`src/fire_pkg.sv`:
```
/*
 * Datapath definitions for the fire4/fire5 expand 1x1 engine.
 * Sizes, the layer select and the fixed Q2.14 weight and Q4.28 bias tables.
 */
package fire_pkg;

	// Pixel and weight width, Q2.14
	localparam int FIRE_WIDTH         = 16;
	// Product sum and bias width, Q4.28
	localparam int FIRE_ACC_WIDTH     = 32;
	localparam int FIRE_CHIN          = 8;
	localparam int FIRE_CHOUT         = 4;
	localparam int FIRE_CHAN_BITS     = 3;
	localparam int FIRE_PIX_CNT_WIDTH = 16;

	// Layer opcode, picks the weight and bias set
	typedef enum logic [0:0] {
		LAYER_FIRE4 = 1'b0,
		LAYER_FIRE5 = 1'b1
	} layer_e;

	////////////////////////////////////////////////////////////////////////////
	// Weights [layer][output channel][input channel], 1.0 = 16384
	////////////////////////////////////////////////////////////////////////////
	localparam logic signed [FIRE_WIDTH-1:0] FIRE_WEIGHTS [2][FIRE_CHOUT][FIRE_CHIN] = '{
		// Fire4 set
		'{
			'{16'sd4096, 16'sd2048, -16'sd1024, 16'sd8192,
			  16'sd512, -16'sd2048, 16'sd3072, 16'sd1024},
			'{-16'sd4096, 16'sd6144, 16'sd1024, -16'sd512,
			  16'sd2048, 16'sd4096, -16'sd3072, 16'sd256},
			'{16'sd16384, -16'sd8192, 16'sd2048, 16'sd1024,
			  -16'sd1024, 16'sd512, 16'sd4096, -16'sd2048},
			'{16'sd1024, 16'sd1024, 16'sd1024, 16'sd1024,
			  -16'sd6144, 16'sd2048, 16'sd768, 16'sd5120}
		},
		// Fire5 set, leans negative so ReLU clamps some lanes
		'{
			'{-16'sd8192, -16'sd4096, 16'sd2048, -16'sd1024,
			  -16'sd2048, 16'sd512, -16'sd3072, -16'sd4096},
			'{16'sd3072, 16'sd2048, -16'sd6144, 16'sd4096,
			  16'sd1024, -16'sd512, 16'sd2048, 16'sd1536},
			'{-16'sd1024, 16'sd8192, -16'sd2048, -16'sd2048,
			  16'sd4096, -16'sd8192, 16'sd1024, 16'sd2048},
			'{16'sd12288, -16'sd16384, 16'sd4096, 16'sd256,
			  -16'sd768, 16'sd3072, -16'sd1024, 16'sd6144}
		}
	};

	// Biases [layer][output channel], 1.0 = 2**28
	localparam logic signed [FIRE_ACC_WIDTH-1:0] FIRE_BIAS [2][FIRE_CHOUT] = '{
		'{32'sd67108864, -32'sd33554432, 32'sd16777216, 32'sd0},
		'{-32'sd134217728, 32'sd33554432, -32'sd67108864, 32'sd8388608}
	};

endpackage

```
`src/apb_pkg.sv`:
```
/*
 * APB register map of the expand engine.
 * Address and data widths, register offsets and status field positions.
 */
package apb_pkg;

	localparam int APB_ADDR_WIDTH = 8;
	localparam int APB_DATA_WIDTH = 32;

	// Byte offsets, anything else answers with a slave error
	typedef enum logic [APB_ADDR_WIDTH-1:0] {
		REG_CTRL   = 8'h00,
		REG_PIX    = 8'h04,
		REG_STATUS = 8'h08,
		REG_OUT0   = 8'h10,
		REG_OUT1   = 8'h14,
		REG_OUT2   = 8'h18,
		REG_OUT3   = 8'h1C
	} reg_addr_e;

	// REG_STATUS fields
	localparam int STATUS_DONE_BIT = 0;
	localparam int STATUS_CNT_LSB  = 16;

endpackage

```
`src/fire_apb_regs.sv`:
```
/*
 * APB slave of the expand engine. Turns writes into layer, clear and pixel
 * beats, and holds the four results and the done flag for readback.
 */
`timescale 1ns/100ps

module fire_apb_regs
	import fire_pkg::*;
	import apb_pkg::*;
(
	input  logic                          clk,
	input  logic                          rst_gen,
	input  logic [APB_ADDR_WIDTH-1:0]     paddr_i,
	input  logic                          psel_i,
	input  logic                          penable_i,
	input  logic                          pwrite_i,
	input  logic [APB_DATA_WIDTH-1:0]     pwdata_i,
	input  logic [FIRE_PIX_CNT_WIDTH-1:0] pix_count_i,
	input  logic [FIRE_WIDTH-1:0]         ofm_i [FIRE_CHOUT],
	input  logic                          ofm_valid_i,
	output logic [APB_DATA_WIDTH-1:0]     prdata_o,
	output logic                          pready_o,
	output logic                          pslverr_o,
	output layer_e                        layer_o,
	output logic                          pix_valid_o,
	output logic [FIRE_WIDTH-1:0]         pix_data_o,
	output logic                          clear_o
);

	reg_addr_e             addr;
	logic                  access;
	logic                  addr_hit;
	logic                  addr_wr_ok;
	logic                  wr_ctrl;
	logic                  wr_pix;
	logic                  done_q;
	logic [FIRE_WIDTH-1:0] ofm_q [FIRE_CHOUT];

	////////////////////////////////////////////////////////////////////////////
	// Address decode
	////////////////////////////////////////////////////////////////////////////
	assign addr   = reg_addr_e'(paddr_i);
	// Transfer completes in the access phase
	assign access = psel_i & penable_i;

	always_comb begin
		addr_hit   = 1'b1;
		addr_wr_ok = 1'b0;
		case (addr)
			REG_CTRL, REG_PIX: addr_wr_ok = 1'b1;
			REG_STATUS, REG_OUT0, REG_OUT1, REG_OUT2, REG_OUT3: addr_wr_ok = 1'b0;
			default: addr_hit = 1'b0;
		endcase
	end

	assign wr_ctrl   = access & pwrite_i & (addr == REG_CTRL);
	assign wr_pix    = access & pwrite_i & (addr == REG_PIX);
	// Unmapped address or write to a read-only register
	assign pslverr_o = access & (~addr_hit | (pwrite_i & ~addr_wr_ok));
	// No wait states, one channel per access is the datapath rate
	assign pready_o  = 1'b1;

	// Control state and beat pulses
	always_ff @(posedge clk) begin
		if (rst_gen) begin
			layer_o     <= LAYER_FIRE4;
			pix_valid_o <= 1'b0;
			clear_o     <= 1'b0;
			done_q      <= 1'b0;
		end else begin
			pix_valid_o <= wr_pix;
			clear_o     <= wr_ctrl;
			if (wr_ctrl)
				layer_o <= layer_e'(pwdata_i[0]);
			// Fresh results win over a new pixel beat
			if (ofm_valid_i)
				done_q <= 1'b1;
			else if (wr_pix)
				done_q <= 1'b0;
		end
	end

	// Channel value, only meaningful with pix_valid_o
	always_ff @(posedge clk) begin
		if (wr_pix)
			pix_data_o <= pwdata_i[FIRE_WIDTH-1:0];
	end

	// Result registers
	always_ff @(posedge clk) begin
		if (rst_gen) begin
			for (int i = 0; i < FIRE_CHOUT; i++)
				ofm_q[i] <= '0;
		end else if (ofm_valid_i) begin
			ofm_q <= ofm_i;
		end
	end

	////////////////////////////////////////////////////////////////////////////
	// Read mux
	////////////////////////////////////////////////////////////////////////////
	always_comb begin
		prdata_o = '0;
		case (addr)
			REG_CTRL:   prdata_o[0] = layer_o;
			REG_PIX:    prdata_o[FIRE_WIDTH-1:0] = pix_data_o;
			REG_STATUS: begin
				prdata_o[STATUS_CNT_LSB +: FIRE_PIX_CNT_WIDTH] = pix_count_i;
				prdata_o[STATUS_DONE_BIT] = done_q;
			end
			REG_OUT0:   prdata_o[FIRE_WIDTH-1:0] = ofm_q[0];
			REG_OUT1:   prdata_o[FIRE_WIDTH-1:0] = ofm_q[1];
			REG_OUT2:   prdata_o[FIRE_WIDTH-1:0] = ofm_q[2];
			REG_OUT3:   prdata_o[FIRE_WIDTH-1:0] = ofm_q[3];
			default:    prdata_o = '0;
		endcase
	end

endmodule

```
`src/fire_pixel_seq.sv`:
```
/*
 * Pixel sequencer. Walks the input channel index over each pixel, flags
 * the last channel and counts finished output pixels.
 */
`timescale 1ns/100ps

module fire_pixel_seq
	import fire_pkg::*;
(
	input  logic                          clk,
	input  logic                          rst_gen,
	input  logic                          clear_i,
	input  logic                          pix_valid_i,
	output logic [FIRE_CHAN_BITS-1:0]     chan_o,
	output logic                          last_o,
	output logic [FIRE_PIX_CNT_WIDTH-1:0] pix_count_o
);

	// Idle between pixels, accum while channels are arriving
	typedef enum logic {
		SEQ_IDLE,
		SEQ_ACCUM
	} seq_state_e;

	seq_state_e state_q;

	// Last channel beat of the current pixel
	assign last_o = pix_valid_i & (state_q == SEQ_ACCUM) &&
		(chan_o == FIRE_CHAN_BITS'(FIRE_CHIN - 1));

	////////////////////////////////////////////////////////////////////////////
	// Channel index, state and pixel counter
	////////////////////////////////////////////////////////////////////////////
	always_ff @(posedge clk) begin
		if (rst_gen || clear_i) begin
			// Control write drops any half pixel
			state_q     <= SEQ_IDLE;
			chan_o      <= '0;
			pix_count_o <= '0;
		end else if (pix_valid_i) begin
			if (last_o) begin
				// Wrap and count the finished pixel
				state_q     <= SEQ_IDLE;
				chan_o      <= '0;
				pix_count_o <= pix_count_o + 1'b1;
			end else begin
				state_q <= SEQ_ACCUM;
				chan_o  <= chan_o + 1'b1;
			end
		end
	end

endmodule

```
`src/fire_mac_array.sv`:
```
/*
 * Four MAC lanes, one per output channel. Each beat adds pixel times the
 * selected layer's weight; the last beat publishes the lane sums.
 */
`timescale 1ns/100ps

module fire_mac_array
	import fire_pkg::*;
(
	input  logic                             clk,
	input  logic                             rst_gen,
	input  logic                             clear_i,
	input  layer_e                           layer_i,
	input  logic                             pix_valid_i,
	input  logic [FIRE_WIDTH-1:0]            pix_data_i,
	input  logic [FIRE_CHAN_BITS-1:0]        chan_i,
	input  logic                             last_i,
	output logic signed [FIRE_ACC_WIDTH-1:0] sum_o [FIRE_CHOUT],
	output logic                             sum_valid_o
);

	logic signed [FIRE_ACC_WIDTH-1:0] prod [FIRE_CHOUT];
	logic signed [FIRE_ACC_WIDTH-1:0] acc_q [FIRE_CHOUT];

	// Signed Q2.14 x Q2.14 gives Q4.28
	always_comb begin
		for (int l = 0; l < FIRE_CHOUT; l++)
			prod[l] = $signed(pix_data_i) * FIRE_WEIGHTS[layer_i][l][chan_i];
	end

	////////////////////////////////////////////////////////////////////////////
	// Accumulators, 32 bit wrap
	////////////////////////////////////////////////////////////////////////////
	always_ff @(posedge clk) begin
		if (rst_gen || clear_i) begin
			for (int l = 0; l < FIRE_CHOUT; l++)
				acc_q[l] <= '0;
			sum_valid_o <= 1'b0;
		end else begin
			sum_valid_o <= pix_valid_i & last_i;
			for (int l = 0; l < FIRE_CHOUT; l++) begin
				if (pix_valid_i)
					// Restart from zero after the last channel
					acc_q[l] <= last_i ? '0 : acc_q[l] + prod[l];
			end
		end
	end

	// Final sum includes the last product
	always_ff @(posedge clk) begin
		if (pix_valid_i && last_i) begin
			for (int l = 0; l < FIRE_CHOUT; l++)
				sum_o[l] <= acc_q[l] + prod[l];
		end
	end

endmodule

```
`src/fire_requant.sv`:
```
/*
 * Output stage. Adds the layer bias to each lane sum, applies ReLU and
 * takes bits 28:14 back to a 16-bit Q2.14 result.
 */
`timescale 1ns/100ps

module fire_requant
	import fire_pkg::*;
(
	input  logic                             clk,
	input  logic                             rst_gen,
	input  layer_e                           layer_i,
	input  logic signed [FIRE_ACC_WIDTH-1:0] sum_i [FIRE_CHOUT],
	input  logic                             sum_valid_i,
	output logic [FIRE_WIDTH-1:0]            ofm_o [FIRE_CHOUT],
	output logic                             ofm_valid_o
);

	logic signed [FIRE_ACC_WIDTH-1:0] biased [FIRE_CHOUT];
	logic [FIRE_WIDTH-1:0]            ofm_d [FIRE_CHOUT];

	////////////////////////////////////////////////////////////////////////////
	// Bias, ReLU, requantize
	////////////////////////////////////////////////////////////////////////////
	always_comb begin
		for (int l = 0; l < FIRE_CHOUT; l++) begin
			// Wraps like the lane sum
			biased[l] = sum_i[l] + FIRE_BIAS[layer_i][l];
			// Negative clamps to zero
			if (biased[l][FIRE_ACC_WIDTH-1])
				ofm_d[l] = '0;
			else
				ofm_d[l] = {1'b0, biased[l][28:14]};
		end
	end

	// Valid pulse one cycle after the sums
	always_ff @(posedge clk) begin
		if (rst_gen)
			ofm_valid_o <= 1'b0;
		else
			ofm_valid_o <= sum_valid_i;
	end

	// Result payload
	always_ff @(posedge clk) begin
		if (sum_valid_i)
			ofm_o <= ofm_d;
	end

endmodule

```
`src/fire_expand_top.sv`:
```
/*
 * Top of the APB-programmed fire4/fire5 expand 1x1 engine.
 * Register block, sequencer, MAC lanes and requantizer wired together.
 */
`timescale 1ns/100ps

module fire_expand_top
	import fire_pkg::*;
	import apb_pkg::*;
(
	input  logic                      clk,
	input  logic                      rst_gen,
	input  logic [APB_ADDR_WIDTH-1:0] paddr_i,
	input  logic                      psel_i,
	input  logic                      penable_i,
	input  logic                      pwrite_i,
	input  logic [APB_DATA_WIDTH-1:0] pwdata_i,
	output logic [APB_DATA_WIDTH-1:0] prdata_o,
	output logic                      pready_o,
	output logic                      pslverr_o
);

	// Register block to datapath
	layer_e                           layer;
	logic                             pix_valid;
	logic [FIRE_WIDTH-1:0]            pix_data;
	logic                             clear;
	// Sequencer
	logic [FIRE_CHAN_BITS-1:0]        chan;
	logic                             last;
	logic [FIRE_PIX_CNT_WIDTH-1:0]    pix_count;
	// Lane sums and results
	logic signed [FIRE_ACC_WIDTH-1:0] sum [FIRE_CHOUT];
	logic                             sum_valid;
	logic [FIRE_WIDTH-1:0]            ofm [FIRE_CHOUT];
	logic                             ofm_valid;

	fire_apb_regs u_regs (
		.clk         (clk),
		.rst_gen     (rst_gen),
		.paddr_i     (paddr_i),
		.psel_i      (psel_i),
		.penable_i   (penable_i),
		.pwrite_i    (pwrite_i),
		.pwdata_i    (pwdata_i),
		.pix_count_i (pix_count),
		.ofm_i       (ofm),
		.ofm_valid_i (ofm_valid),
		.prdata_o    (prdata_o),
		.pready_o    (pready_o),
		.pslverr_o   (pslverr_o),
		.layer_o     (layer),
		.pix_valid_o (pix_valid),
		.pix_data_o  (pix_data),
		.clear_o     (clear)
	);

	// Sequencer and MAC lanes see the same beat
	fire_pixel_seq u_seq (
		.clk         (clk),
		.rst_gen     (rst_gen),
		.clear_i     (clear),
		.pix_valid_i (pix_valid),
		.chan_o      (chan),
		.last_o      (last),
		.pix_count_o (pix_count)
	);

	fire_mac_array u_mac (
		.clk         (clk),
		.rst_gen     (rst_gen),
		.clear_i     (clear),
		.layer_i     (layer),
		.pix_valid_i (pix_valid),
		.pix_data_i  (pix_data),
		.chan_i      (chan),
		.last_i      (last),
		.sum_o       (sum),
		.sum_valid_o (sum_valid)
	);

	fire_requant u_requant (
		.clk         (clk),
		.rst_gen     (rst_gen),
		.layer_i     (layer),
		.sum_i       (sum),
		.sum_valid_i (sum_valid),
		.ofm_o       (ofm),
		.ofm_valid_o (ofm_valid)
	);

endmodule

```
`config.mk`:
```
export PLATFORM = sky130hd
export DESIGN_NAME = fire_expand_top
export DESIGN_NICKNAME = d
export VERILOG_FILES = /design/src/fire_pkg.sv /design/src/apb_pkg.sv /design/src/fire_apb_regs.sv /design/src/fire_pixel_seq.sv /design/src/fire_mac_array.sv /design/src/fire_requant.sv /design/src/fire_expand_top.sv
export SDC_FILE = /design/constraint.sdc
export NUM_CORES = 2
export LEC_CHECK = 0
export ABC_AREA = 1
export BUFFER_PORTS_ARGS = -buffer_cell sky130_fd_sc_hd__buf_2
export CORE_AREA = 2 2 231 279
export DETAILED_ROUTE_END_ITERATION = 8
export DIE_AREA = 0 0 233 281
export GPL_ROUTABILITY_DRIVEN = 0
export GPL_TIMING_DRIVEN = 0
export PLACE_DENSITY = 0.87
export REMOVE_ABC_BUFFERS = 1
export SLEW_MARGIN = 10
export SYNTH_ARGS = -nofsm -noshare
export SYNTH_HDL_FRONTEND = slang
export SYNTH_SLANG_ARGS = --single-unit
```
`constraint.sdc`:
```
create_clock -name clk -period 15.7 [get_ports clk]
set_input_delay 3.14 -clock clk [delete_from_list [all_inputs] [get_ports clk]]
set_output_delay 3.14 -clock clk [all_outputs]
set_load 0.02 [all_outputs]
```
==> metrics.csv <==
stage,metric,value,unit
setup_path,crit_slowest_cell,sky130_fd_sc_hd__dfxtp_2,
pwr,leakage,20.1,nW
clock_tree,tritoncts,built,
die,num_rows,101,
clock_tree,cts_made_buffers,37,
global_route,grtUsageMet1,34.0,%
synth,synth-main-ff-cell,sky130_fd_sc_hd__edfxtp_1,
synth,post_synth_edffs,242,
die,die-area,65500,µm²
synth,proportion_of_synthesized_flip_flops_having_asynchronous_set_or_reset,0,%
sta,fin_worst_hold_slack,0.464,ns
route,ant_nets,0,
die,fp.dieW,233,µm
clock_tree,cts_root_buffer,sky130_fd_sc_hd__clkbuf_16,
sta,fin_worst_skew,0.0302,ns
synth,synth.avg_cell_area,8.19,µm²
synth,synth-xor-area-share,3.64,%
sta,fin_tns_setup,0,ns
final_layout,syn_to_final_growth,5.93,%
sta,fmax,98.3,MHz
die,core,62800,µm²
hold_path,hold_path.startpoint,u_regs.ofm_q[8],
final_layout,ratio_of_cells_with_drive_above_1_in_the_final_layout,4.31,%
sta,relative_slew_slack,10.9,%
final_layout,final-instance-count-excl-fill,5396,
global_route,grt_util_met2,50.5,%
final_layout,nNetsFinal,5412,
clock_tree,clock_pin_slew_worst_setup_and_hold_paths,0.06,ns
setup_path,critPathRequiredTime,16.03,ns
setup_path,worstPathMaxFanout,22,
clock_tree,postCtsSetupRepairBufs,0,
placement,dp.final_hpwl,72.8,mm
route,vias,31100,
clock_tree,cts.sinks,328,
route,firstDrtPassIters,9,
global_route,vias_in_the_first_global_route,31500,
global_route,grt_max_degree,67,
sta,hold_viol_final,0,
hold_path,holdCritPathClass,reg2reg,
global_route,grt_overflow,0,
setup_path,reg2reg_slack,5.53,ns
synth,muxShareOfSynthArea,0,%
route,drt_wl_total,97.9,mm
setup_path,regToRegEndpoint,u_mac.acc_q[2][31],
pwr,report.power.total,0.00201,W
sta,pin_slew_with_the_least_headroom_to_its_limit,1.33,ns
route,drt_first_iter_violations,2754,
global_route,grt_first_pass_wirelength,156,mm
setup_path,reg2reg_from,u_regs.layer_o,
synth,syn-cell-area,37300,µm²
synth,synthesized_instance_count,4557,
clock_tree,clock_insertion_delay_worst_skew,0.60,ns
route,detail_route.wl_per_cell,18.1,µm
global_route,grtUsageMet3,7.67,%
synth,yosysWarningCount,0,
setup_path,critical_path.most_common_cell,sky130_fd_sc_hd__inv_1,
die,chipHeight,281,µm
sta,report.final.setup_viol,0,
setup_path,critPathLaunchType,flip-flop,
die,io-pin-count,79,
synth,synth-compound-area-share,7.34,%
setup_path,timing_worst_setup_path_type,reg2reg,
final_layout,ff_latch_area,8990,µm²
synth,combinational_family_with_the_most_area_after_synthesis,adder cells,
synth,ys_seq_area_share,24.1,%
synth,synth_cell_types,57,
setup_path,cp-end-kind,flip-flop,
sta,final_period_minus_worst_setup_slack,10.17,ns
clock_tree,postCtsResizedCells,0,
synth,synth_area_in_adders,35.3,%
hold_path,hold_path_depth,2,
sta,final-max-slew-violation-count,0,
clock_tree,clock_path_buffers,3,
pwr,power_density,51.0,nW/µm²
final_layout,fin_util,62.9,%
final_layout,filler_cell_count,4894,
route,drc,0,
sta,timing.final.crit_share,64.8,%
global_route,gr-usage-all-layers,30.4,%
synth,postSynthRegisterBits,328,
sta,rsz_0062_raised_after_global_routing,false,
pwr,vdd.ir_drop.worst,59.1,µV
setup_path,reg2regPathDepth,35,
clock_tree,cts_htree_levels,2,
route,via_per_inst,5.76,
global_route,busiest_layer,met2,
placement,port_buffers,61,
setup_path,critical_path.max_stage_delay,0.87,ns
global_route,initial_antenna_violation_count,5,
placement,place_inst,5325,
final_layout,multi_input_comb_area,24400,µm²
setup_path,cp_data_arrival_time,10.50,ns
status,status,"complete, no violations",
hold_path,worstHoldEndpoint,u_regs.ofm_q[8],
synth,synth_simple_gate_area_share,19.1,%
clock_tree,cts-hold-fix-buffers,0,
run,max_cap_viol_count,0,
die,initial_core_util,59.4,%
==> metrics by stage <==
stage                     worst slack (ns)  cell area, µm²
after floorplan                       7.43           36700
after global placement                5.16           38100
after detailed placement              5.70           38200
after CTS                             5.72           39500
after global routing                  5.20           39500
final                                 5.53           39500
==> logic make-up after synthesis <==
family,count (synthesis)
and+or+nand+nor,1737
DFF,328
other,1
xor gates and xnor gates,155
AOI/OAI and AO/OA,490
adders and majority gates,826
buffers and inverters,1020
==> registers in the layout, indices dropped and copies added, names as in the netlist <==
signal	cells
u_mac.sum_valid_o	1
u_seq.chan_o	3
u_regs.pix_valid_o	1
u_seq.pix_count_o	16
u_requant.ofm_valid_o	1
u_regs.ofm_q	60
u_regs.clear_o	1
u_regs.layer_o	1
u_requant.ofm_o	60
u_mac.sum_o	72
u_seq.state_q	1
u_regs.done_q	1
u_mac.acc_q	94
u_regs.pix_data_o	16
==> cell usage in the layout, fill, tap and decap left out, drive strengths merged, types with 38 or more instances in the layout <==
| cell type | count |
|---|---|
| xor2 | 94 |
| nand2 | 758 |
| xnor2 | 61 |
| nand3 | 162 |
| o21ai | 126 |
| nor2 | 710 |
| inv | 902 |
| dfxtp | 86 |
| nor3 | 38 |
| buf | 67 |
| clkbuf | 44 |
| ha | 449 |
| fa | 377 |
| a21oi | 270 |
| edfxtp | 242 |
==> worst max path at each step <==
stage               slack (ns)      startpoint                 end
floorplan                 7.43      paddr_i[7]        prdata_o[10]
global placement          5.16  u_regs.layer_o  u_mac.acc_q[1][30]
detailed placement        5.70  u_regs.layer_o  u_mac.acc_q[1][30]
CTS                       5.72  u_regs.layer_o  u_mac.acc_q[1][30]
global route              5.20  u_regs.layer_o  u_mac.acc_q[2][31]
finish                    5.53  u_regs.layer_o  u_mac.acc_q[2][31]
==> critical path: cells and delay by family, from the launching register on <==
kind | cells | cell delay (ns)
simple gates | 15 | 2.84
xor+xnor | 1 | 0.21
fa+ha+maj | 9 | 4.22
buf+inv | 8 | 1.16
compound gates | 2 | 0.56
flops | 1 | 0.87
==> where the power goes <==
group / total (W) / internal (W) / switching, W
combinational: 0.000145 / 0.0000464 / 0.0000987
sequential: 0.000940 / 0.000936 / 0.00000390
clock: 0.000930 / 0.000516 / 0.000414
==> metal layers <==
layer | vias to the layer above | routed length [µm] | share of wire [%]
met4 | 6 | 8150 | 8.3
met5 | - | 86 | 0.088
met1 | 14600 | 34500 | 35
met3 | 542 | 9590 | 9.8
li1 | 14300 | - | -
met2 | 1617 | 45600 | 47
==> cell usage after synthesis, types with 11 or more instances <==
library cell / instances / share of area (%)
sky130_fd_sc_hd__a21o_1: 13 / 0.26
sky130_fd_sc_hd__a21oi_1: 269 / 3.6
sky130_fd_sc_hd__a221oi_1: 13 / 0.31
sky130_fd_sc_hd__and2_1: 12 / 0.20
sky130_fd_sc_hd__buf_2: 36 / 0.48
sky130_fd_sc_hd__clkbuf_1: 69 / 0.69
sky130_fd_sc_hd__dfxtp_1: 86 / 4.6
sky130_fd_sc_hd__edfxtp_1: 242 / 19
sky130_fd_sc_hd__fa_1: 377 / 20
sky130_fd_sc_hd__ha_1: 449 / 15
sky130_fd_sc_hd__inv_1: 886 / 8.9
sky130_fd_sc_hd__nand2_1: 747 / 7.5
sky130_fd_sc_hd__nand2_2: 11 / 0.18
sky130_fd_sc_hd__nand3_1: 158 / 2.1
sky130_fd_sc_hd__nand3b_1: 11 / 0.22
sky130_fd_sc_hd__nand4_1: 30 / 0.50
sky130_fd_sc_hd__nor2_1: 702 / 7.1
sky130_fd_sc_hd__nor3_1: 27 / 0.36
sky130_fd_sc_hd__o21a_1: 13 / 0.26
sky130_fd_sc_hd__o21ai_0: 116 / 1.6
sky130_fd_sc_hd__o21bai_1: 14 / 0.28
sky130_fd_sc_hd__xnor2_1: 61 / 1.4
sky130_fd_sc_hd__xor2_1: 94 / 2.2
==> area by class of cell <==
cell class / instances / share of cell area, %
Sequential cell: 328 / 22.8
Antenna cell: 2 / 0.0127
Tap cell: 824 / 2.61
Multi-Input combinational cell: 3209 / 61.8
Inverter: 897 / 8.53
Clock inverter: 25 / 0.735
Clock buffer: 43 / 2.43
Timing Repair Buffer: 68 / 1.13
(Power assumes the default switching activity.)
